`src/source/soc_pkg.sv`:
```
// --------------------
// Shared bus types, address map, CSR register numbers and fixed words
// --------------------
`default_nettype none

package soc_pkg;

	// --------------------
	// Bus word types
	// --------------------
	// Byte address on the Wishbone side
	typedef logic [31:0] adr_t;
	// Data word, same width on Wishbone and CSR
	typedef logic [31:0] data_t;
	// One select bit per byte lane
	typedef logic [3:0] sel_t;
	// CSR word address, bank in 13:10 and register in 9:0
	typedef logic [13:0] csr_adr_t;

	// Decoded target of one bus cycle
	typedef enum logic [1:0] {
		REGION_BRAM,
		REGION_CSR,
		REGION_ABSENT
	} region_e;

	// Wishbone to CSR bridge sequence
	typedef enum logic [1:0] {
		IDLE,
		ADDRESS,
		ACK
	} bridge_state_e;

	// --------------------
	// Address map
	// --------------------
	// Values of address bits 31:29
	localparam logic [2:0] BRAM_REGION = 3'd1;
	localparam logic [2:0] CSR_REGION = 3'd4;

	// System controller bank and its registers
	localparam logic [3:0] SYSCTL_BANK = 4'd1;
	localparam logic [9:0] REG_SYSTEM_ID = 10'd0;
	localparam logic [9:0] REG_GPIO_IN = 10'd1;
	localparam logic [9:0] REG_GPIO_OUT = 10'd2;

	// "X401" in ASCII
	localparam logic [31:0] SYSTEM_ID = 32'h58343031;
	// Filler word of unmapped space
	localparam logic [31:0] ABSENT_DATA = 32'habadface;

endpackage

`default_nettype wire

```
`src/source/soc_ifs.sv`:
```
// --------------------
// Wishbone link and CSR bus interfaces
// --------------------
`timescale 1ns/1ps
`default_nettype none

// --------------------
// Wishbone classic link
// --------------------
interface wb_if;
	// Request side
	logic cyc;
	logic stb;
	logic we;
	soc_pkg::adr_t adr;
	soc_pkg::sel_t sel;
	soc_pkg::data_t dat_w;
	// Response side
	soc_pkg::data_t dat_r;
	logic ack;

	// Decoder end
	modport master (
		output cyc, stb, we, adr, sel, dat_w,
		input dat_r, ack
	);

	// Target end
	modport slave (
		input cyc, stb, we, adr, sel, dat_w,
		output dat_r, ack
	);
endinterface

// --------------------
// CSR bus
// --------------------
interface csr_if;
	soc_pkg::csr_adr_t a;
	logic we;
	soc_pkg::data_t dw;
	// Zero when no register of the bank is addressed
	soc_pkg::data_t dr;

	modport bridge (
		output a, we, dw,
		input dr
	);

	modport periph (
		input a, we, dw,
		output dr
	);
endinterface

`default_nettype wire

```
`src/source/csr_bridge.sv`:
```
// --------------------
// Wishbone to CSR bridge FSM
// --------------------
`timescale 1ns/1ps
`default_nettype none

module csr_bridge (
	input wire sys_clk,
	input wire rst1,
	wb_if.slave bus_i,
	csr_if.bridge csr_o
);

	soc_pkg::bridge_state_e state;

	// --------------------
	// Sequencer
	// --------------------
	// IDLE latches the request, ADDRESS lets the bank register dr,
	// ACK hands the result back
	always_ff @(posedge sys_clk) begin
		if (!rst1) begin
			state <= soc_pkg::IDLE;
			csr_o.we <= 1'b0;
		end else begin
			case (state)
				soc_pkg::IDLE: begin
					if (bus_i.cyc && bus_i.stb) begin
						// Write strobe for one cycle only
						csr_o.we <= bus_i.we;
						state <= soc_pkg::ADDRESS;
					end
				end
				soc_pkg::ADDRESS: begin
					csr_o.we <= 1'b0;
					state <= soc_pkg::ACK;
				end
				default: begin
					// Master drops stb on this edge
					state <= soc_pkg::IDLE;
				end
			endcase
		end
	end

	// --------------------
	// Address and write data
	// --------------------
	always_ff @(posedge sys_clk) begin
		if (state == soc_pkg::IDLE && bus_i.cyc && bus_i.stb) begin
			// Word address, byte lanes dropped
			csr_o.a <= bus_i.adr[15:2];
			csr_o.dw <= bus_i.dat_w;
		end
	end

	// --------------------
	// Response
	// --------------------
	// dr is fresh during ACK, the bank registered it one cycle after a
	assign bus_i.ack = (state == soc_pkg::ACK);
	assign bus_i.dat_r = bus_i.ack ? csr_o.dr : '0;

endmodule

`default_nettype wire

```
`src/flat_wrapper.sv`:
```
// flat-port wrapper written by rule: the top's interface ports become plain ports
module csr_bridge_flat 
  (sys_clk, rst1, bus_i_cyc, bus_i_stb, bus_i_we, bus_i_adr, bus_i_sel, bus_i_dat_w, bus_i_dat_r, bus_i_ack, csr_o_a, csr_o_we, csr_o_dw, csr_o_dr);
  wb_if bus_i_i ();
  csr_if csr_o_i ();
  input wire sys_clk;
  input wire rst1;
  input wire logic [$bits(bus_i_i.cyc)-1:0] bus_i_cyc;
  input wire logic [$bits(bus_i_i.stb)-1:0] bus_i_stb;
  input wire logic [$bits(bus_i_i.we)-1:0] bus_i_we;
  input wire logic [$bits(bus_i_i.adr)-1:0] bus_i_adr;
  input wire logic [$bits(bus_i_i.sel)-1:0] bus_i_sel;
  input wire logic [$bits(bus_i_i.dat_w)-1:0] bus_i_dat_w;
  output wire logic [$bits(bus_i_i.dat_r)-1:0] bus_i_dat_r;
  output wire logic [$bits(bus_i_i.ack)-1:0] bus_i_ack;
  output wire logic [$bits(csr_o_i.a)-1:0] csr_o_a;
  output wire logic [$bits(csr_o_i.we)-1:0] csr_o_we;
  output wire logic [$bits(csr_o_i.dw)-1:0] csr_o_dw;
  input wire logic [$bits(csr_o_i.dr)-1:0] csr_o_dr;
  assign bus_i_i.cyc = bus_i_cyc;
  assign bus_i_i.stb = bus_i_stb;
  assign bus_i_i.we = bus_i_we;
  assign bus_i_i.adr = bus_i_adr;
  assign bus_i_i.sel = bus_i_sel;
  assign bus_i_i.dat_w = bus_i_dat_w;
  assign bus_i_dat_r = bus_i_i.dat_r;
  assign bus_i_ack = bus_i_i.ack;
  assign csr_o_a = csr_o_i.a;
  assign csr_o_we = csr_o_i.we;
  assign csr_o_dw = csr_o_i.dw;
  assign csr_o_i.dr = csr_o_dr;
  csr_bridge u_core (.sys_clk(sys_clk), .rst1(rst1), .bus_i(bus_i_i), .csr_o(csr_o_i));
endmodule
```
`config.mk`:
```
export PLATFORM = sky130hd
export DESIGN_NAME = csr_bridge_flat
export DESIGN_NICKNAME = d
export VERILOG_FILES = /design/src/source/soc_pkg.sv /design/src/source/soc_ifs.sv /design/src/source/csr_bridge.sv /design/src/flat_wrapper.sv
export SDC_FILE = /design/constraint.sdc
export NUM_CORES = 1
export LEC_CHECK = 0
export ABC_CLOCK_PERIOD_IN_PS = 4490
export BUFFER_PORTS_ARGS = -buffer_cell sky130_fd_sc_hd__buf_2
export CORE_ASPECT_RATIO = 1.2
export CORE_UTILIZATION = 35
export DETAILED_ROUTE_END_ITERATION = 8
export GPL_ROUTABILITY_DRIVEN = 0
export PLACE_DENSITY = 0.81
export SKIP_LAST_GASP = 1
export SLEW_MARGIN = 0
export SYNTH_ARGS = -nofsm -noshare
export SYNTH_HDL_FRONTEND = slang
export SYNTH_SLANG_ARGS = --single-unit
export TNS_END_PERCENT = 20
```
`constraint.sdc`:
```
create_clock -name sys_clk -period 4.49 [get_ports sys_clk]
set_input_delay 0.6735 -clock sys_clk [delete_from_list [all_inputs] [get_ports sys_clk]]
set_output_delay 0.6735 -clock sys_clk [all_outputs]
set_load 0.005 [all_outputs]
```
==> summary.txt <==
Outcome
  – Status: complete, no violations

CTS
  – TritonCTS clock tree: built
  – # H-tree levels: 2
  – Maximum buffer depth of the clock tree: 2
  – Postcts setup bufs: 0
  – Root Buffer: clkbuf_8
  – CTS Sinks: 49
  – Clock slew at reported path FFs: 0.08 ns
  – Clk_lat worst skew: between 0.2 and 0.3 ns
  – Post-CTS Resized: 0
  – Cts bufs inserted: 5
  – Hold Buf Count CTS: 0

Routing
  – Drt total wl: 4.240 mm
  – DRC violations left: 0
  – ANT nets after route: 0
  – Vias: roughly 1300
  – Drt pass-1 iters: 4
  – Initial drt markers: ~100
  – Vias per cell: between 4 and 5
  – Routed wire per std cell: ~13 um

Power and ir drop
  – Worst vdd ir: a little under 200 uV
  – Comb power frac: just under 9%
  – P_leak: between 1 and 1.5 nW
  – Power share of the clock group: 28.5%
  – P_int: 0.0006723 W
  – Switch Pwr: between 0.00015 and 0.0002 W
  – Switching share of power: between 20 and 25%
  – Pwr per Cell Area: 315.2 mW/mm^2
  – Seq pwr share: 62.6%

Timing
  – Relative slew slack: around 22%
  – Tcrit/Tclk final: approximately 47%
  – Fmax: between 400 and 500 MHz
  – Final hold violation count: 0
  – Setup TNS: 0 ns
  – Setup-failing EPs final: 0
  – Final setup margin: 2.377 ns
  – Min Clock Period, post-route: 2.113 ns
  – Worst-margin pin slew: 1.165 ns
  – Max-slew violation count: 0
  – Setup Skew: ~0.0084 ns
  – RSZ-0062 raised after global routing: no

Die
  – Total die area: ~0.0052 sq mm
  – Initial Util: a little under two fifths
  – Row count: 27
  – Core region area: 0.004662 sq mm
  – Height of the die: 78.83 um
  – Die Width: approximately 66 um
  – Ports: 185

Setup path
  – CP Cell Sequence: nor2b_4 -> and2_1 -> buf_2
  – CP Data Arrival Time: approximately 1.4 ns
  – CP max stage delay: approximately 0.45 ns
  – CP top delay family: simple AND/OR/NAND/NOR gates
  – CP max stage cell: nor2b_4
  – Crit. End Element: output pin
  – Buffers and inverters on the worst path: 1
  – Crit start category: flip-flop
  – Worst endpoint required time: between 3 and 4 ns
  – Crit-path max FO: 33
  – Crit Path Category: flip-flop to output pin

Place
  – Buffers on Ports: roughly 160
  – Dpl ws: approximately 2.3 ns
  – DP HPWL: between 3 and 4 mm
  – Placed inst area: between 0.002 and 0.003 sq mm

Layout
  – Final core utilization: between 50% and 60%
  – Cell area after layout: 0.002673 sq mm
  – Commonest non-fill, non-tap cells in the layout: buf_2 (162), edfxtp_1 (46), and2_1 (33)
  – Most common cell after layout, fill and taps aside: buf_2
  – Ant diodes: 0
  – Fill cells: ~400
  – P&R area growth vs syn: 55.23%
  – Share of layout cells above drive strength 1: approximately two thirds
  – Nets: around 360

Synthesis
  – Avg Cell Area, Syn: 18.51 sq um
  – Post-Synthesis Cell Area: 0.001722 sq mm
  – Synth cell types: 12
  – Synth Warn #: 0
  – Sequential-to-total area share from yosys stat: between 80% and 90%
  – Post-Syn Nets: slightly below 200
  – Mapped Cells: between 90 and 100
  – Synth Register Bits: 49

GRT
  – Largest net degree at the start of global routing: 50
  – GRT Residual Overflow: 0
  – Antenna violations before repair: 1
  – Vias in the first global route: between 1000 and 1500
  – GRT Total Usage: roughly 16%
  – First-pass GRT wire length: 5.954 mm

Run
  – Max-cap violations: 0

Min path
  – HP Class: flip-flop to flip-flop
==> final timing paths <==
kind                                startpoint                            end  slack [ns]  cells after the start
hold / removal    u_core.csr_o.we$_SDFFE_PN0P_   u_core.csr_o.we$_SDFFE_PN0P_        0.47                      2
hold reg to reg   u_core.csr_o.we$_SDFFE_PN0P_   u_core.csr_o.we$_SDFFE_PN0P_        0.47                      2
setup / recovery  u_core.state[1]$_SDFFE_PN0P_                bus_i_dat_r[24]        2.38                      3
setup reg to reg  u_core.state[0]$_SDFFE_PN0P_  u_core.csr_o.dw[11]$_DFFE_PP_        2.65                      1
==> power by group through the flow <==
stage	combinational (W)	clock, W	sequential (W)
after floorplan	0.0000144	0	0.000541
after global placement	0.0000736	0	0.000538
after detailed placement	0.0000759	0	0.000538
after CTS	0.0000761	0.000249	0.000528
after global routing	0.0000827	0.000267	0.000530
final	0.0000746	0.000240	0.000528
==> stage by stage <==
step	hold slack (ns)	power, W	cells
finish	0.4681	0.0008425	317
global route	0.5145	0.0008789	317
CTS	0.4743	0.0008533	317
detailed placement	0.4623	0.0006142	310
global placement	0.4561	0.0006111	310
floorplan	0.4563	0.0005554	93
==> registers in the layout, indices dropped and copies added (netlist names) <==
name             count
u_core.csr_o.a      14
u_core.state         2
u_core.csr_o.dw     32
u_core.csr_o.we      1
==> cell type report <==
cell class                 instances  area (sq um)  area share [%]
clock inverter                     2         16.27          0.6086
inverter                           1         3.754          0.1404
multi-input combinational         40         259.0           9.691
clock buffer                       5         68.82           2.575
timing repair buffer             162         810.8           30.34
tap                               58         72.57           2.715
sequential                        49          1441           53.93
==> kinds of logic after synthesis <==
group	count (synthesis)	share of synthesized area (%)
flops	49	83.72
simple gates	39	14.75
compound gates	1	0.2904
buf+inv	4	1.235
==> cells in the mapped netlist <==
cell type	n	area share (%)
or2b_1	1	0.44
and2_1	33	12
buf_4	1	0.44
buf_2	2	0.58
edfxtp_1	46	80
dfxtp_1	3	3.5
nand3_1	2	0.58
and4bb_2	1	0.73
nor2_1	1	0.22
inv_1	1	0.22
o21ai_1	1	0.29
nor2b_4	1	0.80
==> routing by layer <==
metal | track usage, % | routed length, um | vias up
li1 | - | - | 660
met1 | 19.60 | 1676 | 606
met2 | 25.92 | 2210 | 60
met3 | 4.023 | 283 | 6
met4 | 7.021 | 58 | 2
met5 | 0 | 11 | -
==> worst min-delay path, cell delays in order (launching register included) <==
cell and delay [ns]:
dfxtp_1 0.32, nand3_1 0.06, o21ai_1 0.05
(Power assumes the default switching activity.)
