$ cat src/source/soc_pkg.sv
// --------------------
// Shared bus types, address map, CSR register numbers and fixed words
// --------------------
`default_nettype none

package soc_pkg;

	// --------------------
	// Bus word types
	// --------------------
	// Byte address on the Wishbone side
	typedef logic [31:0] adr_t;
	// Data word, same width on Wishbone and CSR
	typedef logic [31:0] data_t;
	// One select bit per byte lane
	typedef logic [3:0] sel_t;
	// CSR word address, bank in 13:10 and register in 9:0
	typedef logic [13:0] csr_adr_t;

	// Decoded target of one bus cycle
	typedef enum logic [1:0] {
		REGION_BRAM,
		REGION_CSR,
		REGION_ABSENT
	} region_e;

	// Wishbone to CSR bridge sequence
	typedef enum logic [1:0] {
		IDLE,
		ADDRESS,
		ACK
	} bridge_state_e;

	// --------------------
	// Address map
	// --------------------
	// Values of address bits 31:29
	localparam logic [2:0] BRAM_REGION = 3'd1;
	localparam logic [2:0] CSR_REGION = 3'd4;

	// System controller bank and its registers
	localparam logic [3:0] SYSCTL_BANK = 4'd1;
	localparam logic [9:0] REG_SYSTEM_ID = 10'd0;
	localparam logic [9:0] REG_GPIO_IN = 10'd1;
	localparam logic [9:0] REG_GPIO_OUT = 10'd2;

	// "X401" in ASCII
	localparam logic [31:0] SYSTEM_ID = 32'h58343031;
	// Filler word of unmapped space
	localparam logic [31:0] ABSENT_DATA = 32'habadface;

endpackage

`default_nettype wire

$ cat src/source/soc_ifs.sv
// --------------------
// Wishbone link and CSR bus interfaces
// --------------------
`timescale 1ns/1ps
`default_nettype none

// --------------------
// Wishbone classic link
// --------------------
interface wb_if;
	// Request side
	logic cyc;
	logic stb;
	logic we;
	soc_pkg::adr_t adr;
	soc_pkg::sel_t sel;
	soc_pkg::data_t dat_w;
	// Response side
	soc_pkg::data_t dat_r;
	logic ack;

	// Decoder end
	modport master (
		output cyc, stb, we, adr, sel, dat_w,
		input dat_r, ack
	);

	// Target end
	modport slave (
		input cyc, stb, we, adr, sel, dat_w,
		output dat_r, ack
	);
endinterface


`default_nettype wire

$ cat src/source/wb_decode.sv
// --------------------
// Address decoder, strobe routing and response merge
// --------------------
`timescale 1ns/1ps
`default_nettype none

module wb_decode (
	// Host side Wishbone port
	input wire wb_cyc_i,
	input wire wb_stb_i,
	input wire wb_we_i,
	input wire soc_pkg::adr_t wb_adr_i,
	input wire soc_pkg::sel_t wb_sel_i,
	input wire soc_pkg::data_t wb_dat_i,
	output soc_pkg::data_t wb_dat_o,
	output logic wb_ack_o,
	// Target links
	wb_if.master bram_o,
	wb_if.master csr_o
);

	soc_pkg::region_e region;

	// --------------------
	// Decode
	// --------------------
	// Top three address bits pick the target
	always_comb begin
		case (wb_adr_i[31:29])
			soc_pkg::BRAM_REGION: region = soc_pkg::REGION_BRAM;
			soc_pkg::CSR_REGION: region = soc_pkg::REGION_CSR;
			default: region = soc_pkg::REGION_ABSENT;
		endcase
	end

	// --------------------
	// Request routing
	// --------------------
	always_comb begin
		// Only the selected target sees the cycle
		bram_o.cyc = wb_cyc_i & (region == soc_pkg::REGION_BRAM);
		bram_o.stb = wb_stb_i & (region == soc_pkg::REGION_BRAM);
		csr_o.cyc = wb_cyc_i & (region == soc_pkg::REGION_CSR);
		csr_o.stb = wb_stb_i & (region == soc_pkg::REGION_CSR);
		// Payload is shared, harmless without a strobe
		bram_o.we = wb_we_i;
		bram_o.adr = wb_adr_i;
		bram_o.sel = wb_sel_i;
		bram_o.dat_w = wb_dat_i;
		csr_o.we = wb_we_i;
		csr_o.adr = wb_adr_i;
		csr_o.sel = wb_sel_i;
		csr_o.dat_w = wb_dat_i;
	end

	// --------------------
	// Response merge
	// --------------------
	// Address is held by the master, so region stays valid until ack
	always_comb begin
		case (region)
			soc_pkg::REGION_BRAM: begin
				wb_dat_o = bram_o.dat_r;
				wb_ack_o = bram_o.ack;
			end
			soc_pkg::REGION_CSR: begin
				wb_dat_o = csr_o.dat_r;
				wb_ack_o = csr_o.ack;
			end
			default: begin
				// Absent device acks at once, writes go nowhere
				wb_dat_o = soc_pkg::ABSENT_DATA;
				wb_ack_o = wb_cyc_i & wb_stb_i;
			end
		endcase
	end

endmodule

`default_nettype wire

$ cat src/flat_wrapper.sv
// flat-port wrapper written by rule: the top's interface ports become plain ports
module wb_decode_flat 
  (wb_cyc_i, wb_stb_i, wb_we_i, wb_adr_i, wb_sel_i, wb_dat_i, wb_dat_o, wb_ack_o, bram_o_cyc, bram_o_stb, bram_o_we, bram_o_adr, bram_o_sel, bram_o_dat_w, bram_o_dat_r, bram_o_ack, csr_o_cyc, csr_o_stb, csr_o_we, csr_o_adr, csr_o_sel, csr_o_dat_w, csr_o_dat_r, csr_o_ack);
  wb_if bram_o_i ();
  wb_if csr_o_i ();
  input wire wb_cyc_i;
  input wire wb_stb_i;
  input wire wb_we_i;
  input wire soc_pkg::adr_t wb_adr_i;
  input wire soc_pkg::sel_t wb_sel_i;
  input wire soc_pkg::data_t wb_dat_i;
  output soc_pkg::data_t wb_dat_o;
  output logic wb_ack_o;
  output wire logic [$bits(bram_o_i.cyc)-1:0] bram_o_cyc;
  output wire logic [$bits(bram_o_i.stb)-1:0] bram_o_stb;
  output wire logic [$bits(bram_o_i.we)-1:0] bram_o_we;
  output wire logic [$bits(bram_o_i.adr)-1:0] bram_o_adr;
  output wire logic [$bits(bram_o_i.sel)-1:0] bram_o_sel;
  output wire logic [$bits(bram_o_i.dat_w)-1:0] bram_o_dat_w;
  input wire logic [$bits(bram_o_i.dat_r)-1:0] bram_o_dat_r;
  input wire logic [$bits(bram_o_i.ack)-1:0] bram_o_ack;
  output wire logic [$bits(csr_o_i.cyc)-1:0] csr_o_cyc;
  output wire logic [$bits(csr_o_i.stb)-1:0] csr_o_stb;
  output wire logic [$bits(csr_o_i.we)-1:0] csr_o_we;
  output wire logic [$bits(csr_o_i.adr)-1:0] csr_o_adr;
  output wire logic [$bits(csr_o_i.sel)-1:0] csr_o_sel;
  output wire logic [$bits(csr_o_i.dat_w)-1:0] csr_o_dat_w;
  input wire logic [$bits(csr_o_i.dat_r)-1:0] csr_o_dat_r;
  input wire logic [$bits(csr_o_i.ack)-1:0] csr_o_ack;
  assign bram_o_cyc = bram_o_i.cyc;
  assign bram_o_stb = bram_o_i.stb;
  assign bram_o_we = bram_o_i.we;
  assign bram_o_adr = bram_o_i.adr;
  assign bram_o_sel = bram_o_i.sel;
  assign bram_o_dat_w = bram_o_i.dat_w;
  assign bram_o_i.dat_r = bram_o_dat_r;
  assign bram_o_i.ack = bram_o_ack;
  assign csr_o_cyc = csr_o_i.cyc;
  assign csr_o_stb = csr_o_i.stb;
  assign csr_o_we = csr_o_i.we;
  assign csr_o_adr = csr_o_i.adr;
  assign csr_o_sel = csr_o_i.sel;
  assign csr_o_dat_w = csr_o_i.dat_w;
  assign csr_o_i.dat_r = csr_o_dat_r;
  assign csr_o_i.ack = csr_o_ack;
  wb_decode u_core (.wb_cyc_i(wb_cyc_i), .wb_stb_i(wb_stb_i), .wb_we_i(wb_we_i), .wb_adr_i(wb_adr_i), .wb_sel_i(wb_sel_i), .wb_dat_i(wb_dat_i), .wb_dat_o(wb_dat_o), .wb_ack_o(wb_ack_o), .bram_o(bram_o_i), .csr_o(csr_o_i));
endmodule
$ cat config.mk
export PLATFORM = sky130hd
export DESIGN_NAME = wb_decode_flat
export DESIGN_NICKNAME = d
export VERILOG_FILES = /design/src/source/soc_pkg.sv /design/src/source/soc_ifs.sv /design/src/source/wb_decode.sv /design/src/flat_wrapper.sv
export SDC_FILE = /design/constraint.sdc
export NUM_CORES = 1
export LEC_CHECK = 0
export ABC_AREA = 1
export BUFFER_PORTS_ARGS = -buffer_cell sky130_fd_sc_hd__buf_2
export CORE_AREA = 2 2 121 123
export DETAILED_ROUTE_END_ITERATION = 6
export DIE_AREA = 0 0 123 125
export GPL_TIMING_DRIVEN = 0
export PLACE_DENSITY = 0.56
export SLEW_MARGIN = 20
export SYNTH_ARGS = -nofsm -noshare
export SYNTH_HDL_FRONTEND = slang
export SYNTH_SLANG_ARGS = --single-unit
$ cat constraint.sdc
create_clock -name vclk -period 1.24
set_input_delay 0.186 -clock vclk [all_inputs]
set_output_delay 0.186 -clock vclk [all_outputs]
set_load 0.005 [all_outputs]
==> impl_metrics.tcl <==
set metrics [dict create \
    status "complete, but fails checks" \
    violations "setup timing" \
    hp-class "in2out" \
    maxSlewViolCount 0 \
    p_switching_mw 0.425 \
    drt_iter0_drc 45 \
    yosysWarnings 0 \
    crit_fanout 5 \
    p_int_mw 0.710 \
    die_x_microns 123 \
    synth.cell_area_sq_um 1920 \
    grt_max_degree 11 \
    io_pins 312 \
    antenna_found_initial 1 \
    fp.coreArea_sq_um 14200 \
    irDropWorstVdd_mv 0.104 \
    max_freq_ghz 0.798 \
    overflow 0 \
    holdCritStartpoint "wb_adr_i[28]" \
    regArea_sq_um 0 \
    synth.top_cell.area_share_pct 55.1 \
    start_kind "input pin" \
    power.leakage_nw 2.15 \
    syn_avg_cell_area_sq_um 7.16 \
    synth.net_count 405 \
    relSlewSlack_pct 82.1 \
    hpwl_mm 6.99 \
    ant_nets 0 \
    fp-row-count 44 \
    drc 0 \
    seq_cells 0 \
    gp_congestion 0.735 \
    maxCapViolCount 0 \
    arrival_ns 1.07 \
    layout_commonest_cell "buf_2" \
    multi_input_area_sq_um 769 \
    min_to "csr_o_adr[28]" \
    hold_viol 0 \
    tightestPinTransition_ns 0.269 \
    synth_cells 268 \
    wire_per_inst_microns 11.7 \
    grtUsageTotal_pct 9.34 \
    pwr-share-comb_pct 100.0 \
    fin_crit_sh_pct 101 \
    pwr-share-clk_pct 0 \
    synth_area_leader_cell "buf_4" \
    period_needed_ns 1.25 \
    setup_viol 4 \
    start_util_pct 13.5 \
    fillers 1607 \
    critPathKind "in2out" \
    routed_wl_mm 8.30 \
    fin_nets 662 \
    pwr-share-seq_pct 0 \
    end_kind "primary output" \
    setup_slack_ns -0.0136 \
    p_per_area_nw_per_um2 313 \
    worst_ep_required_time_ns 1.05 \
    viasPerCell 3.45 \
    grt_setup_unrepaired "yes" \
    die_y_microns 125 \
    synthToLayoutAreaGrowth_pct 89.2 \
    fin_area_sq_um 3630 \
    drive_above_1_share_pct 85.3 \
    yosys-top-cells-area "buf_4 55%, nand3_1 15%, nand3_2 10%" \
    place_area_sq_um 3370 \
    grt_pass1_vias 2211 \
    die_area_sq_um 15400 \
    vias 2439 \
    grt_first_pass_wirelength_mm 11.4 \
    io_buffers 244 \
    min_path_cells 2 \
    drt_pre_antenna_iters 4 \
    synth_cell_type_count 15 \
    n_antenna_cell 0 \
    layout_common_cells "240 x buf_2, 145 x buf_4, 55 x nand3_1" \
    nClkBuffers 0 \
    switching_share_pct 37.5 \
    whs_ns 0.538 \
    synth_seq_area_share_pct 0 \
]
[timing repair]
| item | in CTS | in global routing |
|---|---|---|
| endpoints found under the setup margin | 33 | 31 |
| buffers inserted | 9 | 0 |
| gates resized for setup | 16 | 14 |
| pin swaps | 4 | 3 |
| cloned | 2 | 1 |
| hold buffers | 0 | 0 |
[stage by stage]
stage	power, mW	TNS (ns)	utilization (%)	cells	worst slack (ns)
final	1.14	-0.0175	25.6	707	-0.0136
after global routing	1.24	-1.29	25.6	707	-0.0616
after CTS	1.14	-0.593	25.1	707	-0.0719
after detailed placement	1.05	-5.69	23.7	696	-0.224
after global placement	1.05	-5.45	23.7	696	-0.219
after floorplan	0.579	0	-	268	0.199
[worst max-delay path, stage by stage]
cell and delay [ns]:
buf_12 0.11, nor2_4 0.13, buf_12 0.12, nand2_8 0.05
nand2_8 0.12, buf_12 0.13, nand3_2 0.07, buf_2 0.13
[metal layers]
| layer | vias up | track usage, % | wire (microns) |
|---|---|---|---|
| li1 | 1239 | - | - |
| met1 | 1046 | 10.7 | 3010 |
| met2 | 150 | 19.2 | 4540 |
| met3 | 2 | 0.958 | 738 |
| met4 | 2 | 0 | 0 |
| met5 | - | 0 | 13 |
[Yosys cell counts]
master	n
buf_12	3
buf_2	4
buf_4	141
buf_6	1
clkbuf_1	4
inv_1	3
inv_4	1
nand2_1	15
nand2_4	13
nand3_1	56
nand3_2	20
nand3b_1	1
nor2_1	4
nor2_4	1
nor2_8	1
[cell type report]
| cell class | count | area share [%] |
|---|---|---|
| Timing Repair Buffer | 255 | 38.8 |
| Buffer | 153 | 33.1 |
| Multi-Input combinational cell | 111 | 21.2 |
| Tap cell | 184 | 6.34 |
| Inverter | 4 | 0.551 |
[power by group through the flow]
stage          clock network, mW  registers (mW)  logic (mW)
3_3_place_gp                   0               0        1.05
4_1_cts                        0               0        1.14
6_report                       0               0        1.14
5_1_grt                        0               0        1.24
3_5_place_dp                   0               0        1.05
2_1_floorplan                  0               0       0.579
[worst max path at each step]
stage	startpoint	end	slack (ns)
after global routing	wb_adr_i[30]	wb_dat_o[23]	-0.06
after floorplan	wb_adr_i[29]	wb_dat_o[11]	0.20
after global placement	wb_adr_i[30]	wb_dat_o[23]	-0.22
after detailed placement	wb_adr_i[30]	wb_dat_o[23]	-0.22
final	wb_adr_i[30]	wb_dat_o[23]	-0.01
after CTS	wb_adr_i[29]	wb_dat_o[29]	-0.07
[kinds of logic (layout without fill, tap and decap cells)]
logic type / Yosys count / in the layout / synth area share, %
buffers and inverters: 157 / 412 / 61.6
AND/OR/NAND/NOR: 111 / 111 / 38.4
No activity file was read; power rests on OpenSTA's default activity.
