### config.mk
export PLATFORM = sky130hd
export DESIGN_NAME = sysctl_regs_flat
export DESIGN_NICKNAME = d
export VERILOG_FILES = /design/src/source/soc_pkg.sv /design/src/source/soc_ifs.sv /design/src/source/sysctl_regs.sv /design/src/flat_wrapper.sv
export SDC_FILE = /design/constraint.sdc
export NUM_CORES = 1
export LEC_CHECK = 0
export BUFFER_PORTS_ARGS = -buffer_cell sky130_fd_sc_hd__buf_4
export CORE_ASPECT_RATIO = 1.4
export CORE_MARGIN = 4
export CORE_UTILIZATION = 40
export CTS_BUF_LIST = sky130_fd_sc_hd__clkbuf_4 sky130_fd_sc_hd__clkbuf_8
export CTS_CLUSTER_DIAMETER = 80
export CTS_CLUSTER_SIZE = 30
export DETAILED_ROUTE_END_ITERATION = 16
export PLACE_DENSITY = 0.69
export REMOVE_ABC_BUFFERS = 1
export SYNTH_ARGS = -nofsm -noshare
export SYNTH_HDL_FRONTEND = slang
export SYNTH_SLANG_ARGS = --single-unit
### constraint.sdc
create_clock -name sys_clk -period 2.5 [get_ports sys_clk]
set_input_delay 0 -clock sys_clk [delete_from_list [all_inputs] [get_ports sys_clk]]
set_output_delay 0 -clock sys_clk [all_outputs]
set_load 0.05 [all_outputs]
### src/source/soc_pkg.sv
// --------------------
// Shared bus types, address map, CSR register numbers and fixed words
// --------------------
`default_nettype none

package soc_pkg;

	// --------------------
	// Bus word types
	// --------------------
	// Byte address on the Wishbone side
	typedef logic [31:0] adr_t;
	// Data word, same width on Wishbone and CSR
	typedef logic [31:0] data_t;
	// One select bit per byte lane
	typedef logic [3:0] sel_t;
	// CSR word address, bank in 13:10 and register in 9:0
	typedef logic [13:0] csr_adr_t;

	// Decoded target of one bus cycle
	typedef enum logic [1:0] {
		REGION_BRAM,
		REGION_CSR,
		REGION_ABSENT
	} region_e;

	// Wishbone to CSR bridge sequence
	typedef enum logic [1:0] {
		IDLE,
		ADDRESS,
		ACK
	} bridge_state_e;

	// --------------------
	// Address map
	// --------------------
	// Values of address bits 31:29
	localparam logic [2:0] BRAM_REGION = 3'd1;
	localparam logic [2:0] CSR_REGION = 3'd4;

	// System controller bank and its registers
	localparam logic [3:0] SYSCTL_BANK = 4'd1;
	localparam logic [9:0] REG_SYSTEM_ID = 10'd0;
	localparam logic [9:0] REG_GPIO_IN = 10'd1;
	localparam logic [9:0] REG_GPIO_OUT = 10'd2;

	// "X401" in ASCII
	localparam logic [31:0] SYSTEM_ID = 32'h58343031;
	// Filler word of unmapped space
	localparam logic [31:0] ABSENT_DATA = 32'habadface;

endpackage

`default_nettype wire

### src/source/soc_ifs.sv
// --------------------
// Wishbone link and CSR bus interfaces
// --------------------
`timescale 1ns/1ps
`default_nettype none


// --------------------
// CSR bus
// --------------------
interface csr_if;
	soc_pkg::csr_adr_t a;
	logic we;
	soc_pkg::data_t dw;
	// Zero when no register of the bank is addressed
	soc_pkg::data_t dr;

	modport bridge (
		output a, we, dw,
		input dr
	);

	modport periph (
		input a, we, dw,
		output dr
	);
endinterface

`default_nettype wire

### src/source/sysctl_regs.sv
// --------------------
// System controller CSR bank, GPIO and system ID
// --------------------
`timescale 1ns/1ps
`default_nettype none

module sysctl_regs #(
	parameter int N_GPIO_IN = 13,
	parameter int N_GPIO_OUT = 14
) (
	input wire sys_clk,
	input wire rst1,
	csr_if.periph csr_i,
	input wire [N_GPIO_IN-1:0] gpio_in_i,
	output logic [N_GPIO_OUT-1:0] gpio_out_o
);

	logic [N_GPIO_IN-1:0] gpio_in_meta;
	logic [N_GPIO_IN-1:0] gpio_in_sync;
	logic bank_hit;
	logic [9:0] reg_idx;

	// Two stage input synchronizer
	always_ff @(posedge sys_clk) begin
		gpio_in_meta <= gpio_in_i;
		gpio_in_sync <= gpio_in_meta;
	end

	assign bank_hit = (csr_i.a[13:10] == soc_pkg::SYSCTL_BANK);
	assign reg_idx = csr_i.a[9:0];

	// --------------------
	// Register file
	// --------------------
	always_ff @(posedge sys_clk) begin
		if (!rst1) begin
			csr_i.dr <= '0;
			gpio_out_o <= '0;
		end else begin
			// Idle value zero, lets banks be ORed together
			csr_i.dr <= '0;
			if (bank_hit) begin
				case (reg_idx)
					soc_pkg::REG_SYSTEM_ID: csr_i.dr <= soc_pkg::SYSTEM_ID;
					soc_pkg::REG_GPIO_IN: csr_i.dr <= soc_pkg::data_t'(gpio_in_sync);
					soc_pkg::REG_GPIO_OUT: csr_i.dr <= soc_pkg::data_t'(gpio_out_o);
					default: csr_i.dr <= '0;
				endcase
				// Only the low bits of the output register exist
				if (csr_i.we && reg_idx == soc_pkg::REG_GPIO_OUT) begin
					gpio_out_o <= csr_i.dw[N_GPIO_OUT-1:0];
				end
			end
		end
	end

endmodule

`default_nettype wire

### src/flat_wrapper.sv
// flat-port wrapper written by rule: the top's interface ports become plain ports
module sysctl_regs_flat 
#(
	parameter int N_GPIO_IN = 13,
	parameter int N_GPIO_OUT = 14
)
  (sys_clk, rst1, gpio_in_i, gpio_out_o, csr_i_a, csr_i_we, csr_i_dw, csr_i_dr);
  csr_if csr_i_i ();
  input wire sys_clk;
  input wire rst1;
  input wire [N_GPIO_IN-1:0] gpio_in_i;
  output logic [N_GPIO_OUT-1:0] gpio_out_o;
  input wire logic [$bits(csr_i_i.a)-1:0] csr_i_a;
  input wire logic [$bits(csr_i_i.we)-1:0] csr_i_we;
  input wire logic [$bits(csr_i_i.dw)-1:0] csr_i_dw;
  output wire logic [$bits(csr_i_i.dr)-1:0] csr_i_dr;
  assign csr_i_i.a = csr_i_a;
  assign csr_i_i.we = csr_i_we;
  assign csr_i_i.dw = csr_i_dw;
  assign csr_i_dr = csr_i_i.dr;
  sysctl_regs #(.N_GPIO_IN(N_GPIO_IN), .N_GPIO_OUT(N_GPIO_OUT)) u_core (.sys_clk(sys_clk), .rst1(rst1), .csr_i(csr_i_i), .gpio_in_i(gpio_in_i), .gpio_out_o(gpio_out_o));
endmodule
==> run_results.csv, run 1 <==
group,metric,value,unit
placement,place_area,2490,um2
timing,fin_crit,1.66,ns
cells_and_area,instances_no_fill,344,
clock_tree,cts-root-buf,"clkbuf_8",
floorplanning,ioPinCount,108,
route,finalWirelength,4630,um
grt,use_met3,0.0322,
timing,setup_viol,0,
route,ant_nets,0,
clock_tree,cts_inserted_buffers,5,
placement,numPortBuffers,77,
clock_tree,clk_pin_slew,0.09,ns
power_and_ir_drop,pwr_density_cell,566,nW/um2
grt,track_usage,0.160,
grt,met1_usage,0.171,
worst_setup_path,path_class,"in2reg",
timing,rsz0062_at_grt,"false",
clock_tree,cts_htree_levels,2,
clock_tree,ctsHoldBuffers,30,
placement,routabilityCongestion,0.713,
route,routedWlPerCell,13.5,um
logic_synthesis,syn_inst,184,
power_and_ir_drop,p_leak,1.33,nW
floorplanning,start_util,0.410,
logic_synthesis,synth-async-reset-ratio,0,
placement,placed_cells,307,
route,vias_per_cell,4.58,
clock_tree,cts_buffer_depth,2,
logic_synthesis,avgSynthCellArea,10.8,um2
grt,grt.overflow.total,0,
flow_run,cap_viol_max_count,0,
cells_and_area,layout-drive-gt1-share,0.329,
worst_setup_path,end_kind,"register",
timing,fmax,602,MHz
logic_synthesis,synth_edf_count,0,
worst_setup_path,cp.arrival,1.91,ns
cells_and_area,final_util,0.598,
cells_and_area,fillers,421,
cells_and_area,postLayoutCellArea,2900,um2
logic_synthesis,synth_ff_type,"dfxtp_1",
route,initialDrtViolationCount,41,
status,status,"finished, final reports clean",
cells_and_area,antenna_cells,0,
timing,finalHoldViolations,0,
logic_synthesis,synth_area,1990,um2
clock_tree,clock_latency,0.30,ns
timing,finClkSkew,0.00358,ns
timing,relSlewSlack,0.551,
clock_tree,cts_tree,"built",
logic_synthesis,ys_types,24,
placement,dpl.hpwl,2960,um
power_and_ir_drop,ir_drop,0.435,mV
floorplanning,chipHeight,91.4,um
worst_setup_path,cp_data_required_time,2.75,ns
worst_setup_path,cp_max_fo,20,
logic_synthesis,synth_warnings,0,
timing,tightest_slew,0.673,ns
cells_and_area,multi_input_area,699,um2
min_path,worstHoldPathType,"in2reg",
route,num_vias,1575,
floorplanning,die-area,6170,um2
grt,grt_max_degree,30,
grt,grt_pass1_vias,1564,
route,drt-pass1-iter-count,4,
floorplanning,rows,30,
cells_and_area,seq_area,1100,um2
floorplanning,die_w,67.6,um
logic_synthesis,yosysSeqAreaShare,0.554,
grt,antenna_found_initial,0,
clock_tree,ctsResizeCount,0,
clock_tree,clock-sinks,55,
cells_and_area,layout-area-overhead-vs-synth,45.7,%
grt,use_met2,0.292,
clock_tree,postCtsSetupRepairBufs,0,
logic_synthesis,synth_seq_cells,55,
timing,period_share,0.664,
timing,finalSetupTns,0,ns
grt,grt_pass1_wl,7560,um
grt,grt_busiest_layer,"met2",
cells_and_area,nNetsFinal,342,
route,drc,0,
floorplanning,core,4840,um2
worst_setup_path,critPathLaunchType,"input port",
timing,drv_slew,0,
==> cells by family after synthesis <==
logic type | after synthesis | share of synthesized area
AOI/OAI and AO/OA | 13 | 0.0491
and+or+nand+nor | 66 | 0.210
muxes | 14 | 0.0705
other | 1 | 0.00189
DFF | 55 | 0.554
buffers and inverters | 35 | 0.115
==> where the power goes <==
part / switching [mW] / internal (mW) / leakage [nW]
registers: 0.00479 / 0.898 / 0.453
logic: 0.0929 / 0.0854 / 0.828
clock network: 0.264 / 0.293 / 0.0502
total: 0.362 / 1.28 / 1.33
==> through the flow <==
step / total power [mW] / setup slack (ns) / hold WS, ns
final: 1.64 / 0.840 / 0.0987
after global routing: 1.71 / 0.687 / 0.106
after CTS: 1.66 / 0.847 / 0.0888
after detailed placement: 1.06 / 0.942 / 0.106
after global placement: 1.06 / 0.982 / 0.105
after floorplan: 0.987 / 0.303 / 0.0277
==> area by class of cell <==
type                            count  share of cell area
Clock buffer                        5              0.0238
Sequential cell                    55               0.380
Tap cell                           64              0.0277
Clock inverter                      2              0.0130
Timing Repair Buffer              109               0.309
Multi-Input combinational cell    105               0.242
Inverter                            4             0.00519
==> placed cells by master (no fill, tap or decap), drive strengths merged, types with 5 or more instances in the layout <==
master,synthesis,final
clkbuf,7,5
nand2,28,28
nor2b,7,7
dlygate4sd3,0,30
mux2i,14,14
conb,1,12
a211oi,9,9
buf,24,79
nand4,20,20
dfxtp,55,55
==> worst max-delay path: stages <==
cell	delay, ns
buf_4	0.12
nor4_4	0.26
buf_4	0.29
nand4_2	0.42
nor3_1	0.25
dlygate4sd3_1	0.56
==> layer usage <==
layer | wire [um] | share of wire | up-vias
li1 | - | - | 794
met3 | 268 | 0.058 | 9
met1 | 1640 | 0.35 | 728
met4 | 87 | 0.019 | 0
met5 | 0 | 0 | -
met2 | 2630 | 0.57 | 44
==> registers in the layout (all words and copies together), names as in the netlist <==
name,flops
u_core.gpio_in_meta,13
u_core.gpio_in_sync,13
u_core.gpio_out_o,14
u_core.csr_i.dr,15
==> final timing paths <==
| path | start | to | slack [ns] | depth (start not counted) |
|---|---|---|---|---|
| max | csr_i_a[9] | u_core.csr_i.dr[28]$_SDFF_PN0_ | 0.84 | 6 |
| min | rst1 | u_core.gpio_out_o[10]$_SDFFE_PN0P_ | 0.1 | 3 |
| max reg2reg | u_core.gpio_out_o[12]$_SDFFE_PN0P_ | u_core.csr_i.dr[12]$_SDFF_PN0_ | 1.67 | 3 |
| min reg2reg | u_core.gpio_in_meta[1]$_DFF_P_ | u_core.gpio_in_sync[1]$_DFF_P_ | 0.33 | 0 |
==> cells in the mapped netlist (2+ instances only) <==
library cell	n	area share
inv_1	4	0.0076
nor2b_1	7	0.022
buf_4	19	0.072
nor3b_1	4	0.015
o22ai_1	4	0.013
buf_6	3	0.017
mux2i_1	14	0.071
a211oi_1	8	0.030
nor3_1	2	0.0050
nand2_1	28	0.053
clkbuf_1	6	0.011
nor4_4	2	0.021
nand4_1	18	0.057
dfxtp_1	55	0.55
Note: power is estimated with default switching activity, not from simulation.
==> run 2: changes to the inputs <==
- PLACE_DENSITY: 0.69 -> 0.72
- clock period: 2.5 -> 1.4 ns (I/O delays scaled with it)
==> run 2 against run 1 <==
  * Sequential share of layout area decreased by 1.4 points
  * Largest power group unchanged
  * Via count increased by 3.8%
  * Non-clock buffer count increased by 11
  * Wire length increased by 3.3%
  * Count of clock-buffer cells in the layout increased by 1
  * Flip-flop and latch count unchanged
  * Power increased by 70%
  * Setup slack got worse by 0.76 ns
  * Largest cell class unchanged
==> run_results.csv, run 2 (synthesis gave the netlist of run 1 again) <==
group,metric,value,unit
min_path,worstHoldPathType,"in2reg",
route,initialDrtViolationCount,47,
grt,track_usage,0.156,
worst_setup_path,end_kind,"register",
worst_setup_path,cp_data_required_time,1.65,ns
floorplanning,ioPinCount,108,
worst_setup_path,worstSetupEndpoint,"u_core.csr_i.dr[28]$_SDFF_PN0_",
timing,fmax,757,MHz
cells_and_area,largest_registers,"u_core.csr_i.dr (15), u_core.gpio_out_o (14)",
cells_and_area,fillers,405,
cells_and_area,layout-drive-gt1-share,0.360,
worst_setup_path,path_class,"in2reg",
power_and_ir_drop,seq_power_share,0.580,
clock_tree,clock-sinks,55,
floorplanning,start_util,0.410,
floorplanning,rows,30,
route,vias_per_cell,4.59,
clock_tree,cts_inserted_buffers,5,
grt,antenna_found_initial,0,
cells_and_area,multi_input_area,704,um2
worst_setup_path,cp_max_fo,10,
placement,dpl.hpwl,3190,um
grt,grt_pass1_wl,7290,um
cells_and_area,final_cell_mix,"87 x buf_4, 55 x dfxtp_1, 30 x dlygate4sd3_1, 28 x nand2_1, 18 x nand4_1",
timing,worst_slack,0.0783,ns
clock_tree,cts-root-buf,"clkbuf_8",
route,finalWirelength,4790,um
timing,tightest_slew,0.540,ns
placement,placed_cells,313,
floorplanning,chipHeight,91.4,um
worst_setup_path,worstReg2RegEnd,"u_core.csr_i.dr[0]$_SDFF_PN0_",
route,drt-pass1-iter-count,4,
worst_setup_path,cp_cell_sequence,"buf_4, nor4_4, buf_12, nand4_2, buf_4, nor3_2, dlygate4sd3_1",
grt,grt_pass1_vias,1564,
power_and_ir_drop,total_power,2.78,mW
placement,place_ws,0.0158,ns
route,drc,0,
worst_setup_path,critPathMaxStageDelay,0.55,ns
cells_and_area,instances_no_fill,356,
clock_tree,cts_htree_levels,2,
status,status,"finished, final reports clean",
timing,finalHoldViolations,0,
floorplanning,core,4840,um2
grt,grt_max_degree,21,
clock_tree,cts_buffer_depth,2,
clock_tree,clock_latency,0.30,ns
cells_and_area,nNetsFinal,353,
worst_setup_path,cp_common_cell,"buf_4",
power_and_ir_drop,p_clk_frac,0.299,
worst_setup_path,reg2reg_from,"u_core.gpio_out_o[0]$_SDFFE_PN0P_",
worst_setup_path,crit_path_start,"csr_i_a[2]",
placement,routabilityCongestion,0.746,
grt,grt.overflow.total,0,
timing,period_share,0.944,
power_and_ir_drop,p_switching,642,uW
route,num_vias,1635,
timing,setup_viol,0,
floorplanning,die-area,6170,um2
worst_setup_path,cp.arrival,1.57,ns
flow_run,cap_viol_max_count,0,
worst_setup_path,worstRegToRegCells,3,
route,ant_nets,0,
timing,relSlewSlack,0.640,
power_and_ir_drop,ir_drop,0.508,mV
power_and_ir_drop,p_sw_frac,0.231,
cells_and_area,antenna_cells,0,
route,routedWlPerCell,13.4,um
worst_setup_path,regToRegSetupSlack,0.57,ns
power_and_ir_drop,pwr_density_cell,924,nW/um2
timing,fin_crit,1.32,ns
cells_and_area,layout-area-overhead-vs-synth,51.4,%
cells_and_area,largest_register_ffs,15,
cells_and_area,seq_area,1100,um2
floorplanning,die_w,67.6,um
placement,numPortBuffers,77,
power_and_ir_drop,p_leak,1.39,nW
cells_and_area,layout_commonest_cell,"buf_4",
timing,finalSetupTns,0,ns
worst_setup_path,cp_slowest_cell,"dlygate4sd3_1",
clock_tree,clk_pin_slew,0.09,ns
power_and_ir_drop,internal_power,2.14,mW
clock_tree,cts_tree,"built",
timing,finClkSkew,0.0103,ns
timing,drv_slew,0,
power_and_ir_drop,combPwrFrac,0.120,
worst_setup_path,critPathLaunchType,"input port",
cells_and_area,regMostFlops,"u_core.csr_i.dr",
## run 2: cell count changes in the layout (fill, tap and decap cells not counted), sizes merged
cell and delta:
buf +10, bufinv -1, clkbuf +2, clkinv +1
## run 2: what timing repair did
item | in CTS | in global routing
endpoints found under the setup margin | 0 | 15
hold buffers | 30 | 0
gates resized for setup | 0 | 1
setup buffers | 0 | 4
hold endpoints to repair | 29 | 0
## run 2: layout make-up
| cell class | count | area share |
|---|---|---|
| multi-input combinational | 105 | 0.234 |
| tap | 64 | 0.0266 |
| clock buffer | 6 | 0.0254 |
| sequential | 55 | 0.366 |
| clock inverter | 2 | 0.00416 |
| inverter | 4 | 0.00499 |
| timing repair buffer | 120 | 0.339 |
## run 2: worst min path at each step
| stage | startpoint | end | slack [ns] | cells past startpoint |
|---|---|---|---|---|
| 3_5_place_dp | gpio_in_i[8] | u_core.gpio_in_meta[8]$_DFF_P_ | 0.11 | 1 |
| 4_1_cts | rst1 | u_core.gpio_out_o[7]$_SDFFE_PN0P_ | 0.03 | 3 |
| 2_1_floorplan | gpio_in_i[0] | u_core.gpio_in_meta[0]$_DFF_P_ | 0.03 | 0 |
| 5_1_grt | rst1 | u_core.gpio_out_o[1]$_SDFFE_PN0P_ | 0.04 | 3 |
| 3_3_place_gp | gpio_in_i[0] | u_core.gpio_in_meta[0]$_DFF_P_ | 0.10 | 1 |
| 6_report | rst1 | u_core.gpio_out_o[3]$_SDFFE_PN0P_ | 0.04 | 3 |
## run 2: per-layer routing
metal,vias up,GRT usage,share of wire
li1,817,-,-
met1,761,0.171,0.36
met2,50,0.283,0.57
met3,7,0.0297,0.056
met4,0,0.0575,0.017
met5,-,0,0
## run 2: power groups by stage
stage                     Clock, mW  Sequential [mW]  Combinational, mW
after floorplan                   0             1.65              0.117
after global placement            0             1.65              0.259
after detailed placement          0             1.65              0.261
after global routing          0.931             1.62              0.361
final                         0.832             1.61              0.335
after CTS                     0.878             1.61              0.326
## run 2: through the flow
stage | hold slack, ns | instance area (um2) | utilization
after CTS | 0.0261 | 2940 | 0.606
after global placement | 0.105 | 2550 | 0.526
after detailed placement | 0.105 | 2550 | 0.526
final | 0.0434 | 3010 | 0.621
after floorplan | 0.0277 | 1820 | -
after global routing | 0.0427 | 3010 | 0.621
## run 2: critical path: cells and delay by family
family,cells,cell delay [ns]
buffers and inverters,4,1.03
AND/OR/NAND/NOR,3,0.53
==> run 3: changes to the inputs <==
- RECOVER_POWER: default -> 100
==> run 3 against run 2 <==
  * Via count increased by 0.18%
  * Die area unchanged
  * Setup slack about the same
  * Count of clock-buffer cells in the layout unchanged
  * Wire length about the same
  * Clock power about the same
  * First-iteration DRC count increased by 8.5%
  * Combinational power decreased by 1%
  * Power about the same
  * Sequential power about the same
==> run_results.csv, run 3 (synthesis gave the netlist of run 1 again) <==
group,metric,value,unit
grt,grt_pass1_vias,1564,
cells_and_area,largest_register_ffs,15,
cells_and_area,regMostFlops,"u_core.csr_i.dr",
placement,place_area,2550,um2
cells_and_area,final_util,0.594,
floorplanning,rows,30,
placement,place_ws,0.0158,ns
flow_run,cap_viol_max_count,0,
timing,setup_viol,0,
worst_setup_path,critPathMaxStageDelay,0.55,ns
cells_and_area,multi_input_area,704,um2
route,finalWirelength,4790,um
min_path,worstHoldPathType,"in2reg",
worst_setup_path,cp.arrival,1.57,ns
worst_setup_path,regToRegSetupSlack,0.57,ns
route,num_vias,1638,
worst_setup_path,cp_slowest_cell,"dlygate4sd3_1",
worst_setup_path,critPathLaunchType,"input port",
timing,worst_slack,0.0778,ns
cells_and_area,layout-drive-gt1-share,0.264,
cells_and_area,antenna_cells,0,
cells_and_area,instances_no_fill,356,
clock_tree,clock-sinks,55,
route,initialDrtViolationCount,51,
route,drt-pass1-iter-count,4,
floorplanning,chipHeight,91.4,um
clock_tree,cts_tree,"built",
floorplanning,die-area,6170,um2
timing,fmax,756,MHz
worst_setup_path,end_kind,"register",
cells_and_area,layout-area-overhead-vs-synth,44.6,%
timing,relSlewSlack,0.567,
route,drc,0,
worst_setup_path,path_class,"in2reg",
cells_and_area,seq_area,1100,um2
timing,fin_crit,1.32,ns
grt,grt_max_degree,21,
cells_and_area,largest_registers,"u_core.csr_i.dr (15), u_core.gpio_out_o (14)",
timing,period_share,0.944,
timing,tightest_slew,0.652,ns
cells_and_area,final_cell_mix,"55 x dfxtp_1, 38 x buf_4, 30 x dlygate4sd3_1, 28 x nand2_1, 28 x clkbuf_1",
timing,finalSetupTns,0,ns
cells_and_area,fillers,442,
grt,grt.overflow.total,0,
cells_and_area,postLayoutCellArea,2870,um2
clock_tree,cts_buffer_depth,2,
grt,grt_pass1_wl,7290,um
placement,dpl.hpwl,3190,um
grt,track_usage,0.156,
power_and_ir_drop,pwr_density_cell,967,nW/um2
route,routedWlPerCell,13.4,um
route,ant_nets,0,
floorplanning,ioPinCount,108,
cells_and_area,layout_commonest_cell,"dfxtp_1",
floorplanning,start_util,0.410,
clock_tree,cts-root-buf,"clkbuf_8",
grt,antenna_found_initial,0,
placement,placed_cells,313,
cells_and_area,nNetsFinal,353,
worst_setup_path,cp_common_cell,"buf_4",
placement,routabilityCongestion,0.746,
power_and_ir_drop,ir_drop,0.508,mV
clock_tree,clk_pin_slew,0.09,ns
worst_setup_path,cp_max_fo,10,
placement,numPortBuffers,77,
power_and_ir_drop,p_leak,1.26,nW
clock_tree,cts_inserted_buffers,5,
floorplanning,core,4840,um2
floorplanning,die_w,67.6,um
timing,finClkSkew,0.0116,ns
worst_setup_path,cp_cell_sequence,"buf_4, nor4_4, buf_12, nand4_2, buf_4, nor3_2, dlygate4sd3_1",
clock_tree,clock_latency,0.30,ns
status,status,"finished, final reports clean",
worst_setup_path,cp_data_required_time,1.65,ns
timing,holdWs,0.0408,ns
power_and_ir_drop,total_power,2.78,mW
clock_tree,cts_htree_levels,2,
timing,finalHoldViolations,0,
route,vias_per_cell,4.60,
timing,drv_slew,0,
## run 3: path summary, 6_finish.rpt
path                                             to                               from  cells past startpoint
setup / recovery     u_core.csr_i.dr[28]$_SDFF_PN0_                         csr_i_a[2]                      7
hold / removal    u_core.gpio_out_o[1]$_SDFFE_PN0P_                               rst1                      3
setup reg to reg      u_core.csr_i.dr[0]$_SDFF_PN0_  u_core.gpio_out_o[0]$_SDFFE_PN0P_                      3
hold reg to reg      u_core.gpio_in_sync[4]$_DFF_P_     u_core.gpio_in_meta[4]$_DFF_P_                      0
## run 3: area by class of cell
| class | count | share of cell area |
|---|---|---|
| Clock buffer | 6 | 0.0266 |
| Clock inverter | 2 | 0.00435 |
| Inverter | 4 | 0.00522 |
| Multi-Input combinational cell | 105 | 0.245 |
| Sequential cell | 55 | 0.383 |
| Tap cell | 64 | 0.0279 |
| Timing Repair Buffer | 120 | 0.308 |
## run 3: routing by layer
metal / part of all wire / track usage / vias to the layer above / routed length [um]
met3: 0.060 / 0.0297 / 7 / 287
met5: 0 / 0 / - / 0
met4: 0.017 / 0.0575 / 0 / 80
met2: 0.57 / 0.283 / 50 / 2720
met1: 0.35 / 0.171 / 764 / 1700
li1: - / - / 817 / -
## run 3: power breakdown
group          switching [mW]  internal, mW
sequential            0.00938          1.60
combinational           0.168         0.163
clock                   0.465         0.369
## run 3: timing repair
action | 4_1_cts | 5_1_grt
resized for setup | 0 | 1
endpoints found under the setup margin | 0 | 15
buffers inserted | 0 | 4
hold buffers | 30 | 0
hold endpoints to repair | 29 | 0
## run 3: critical path, delay by kind of cell
family / cells / cell delay [ns]
buf+inv: 4 / 1.03
simple gates: 3 / 0.53
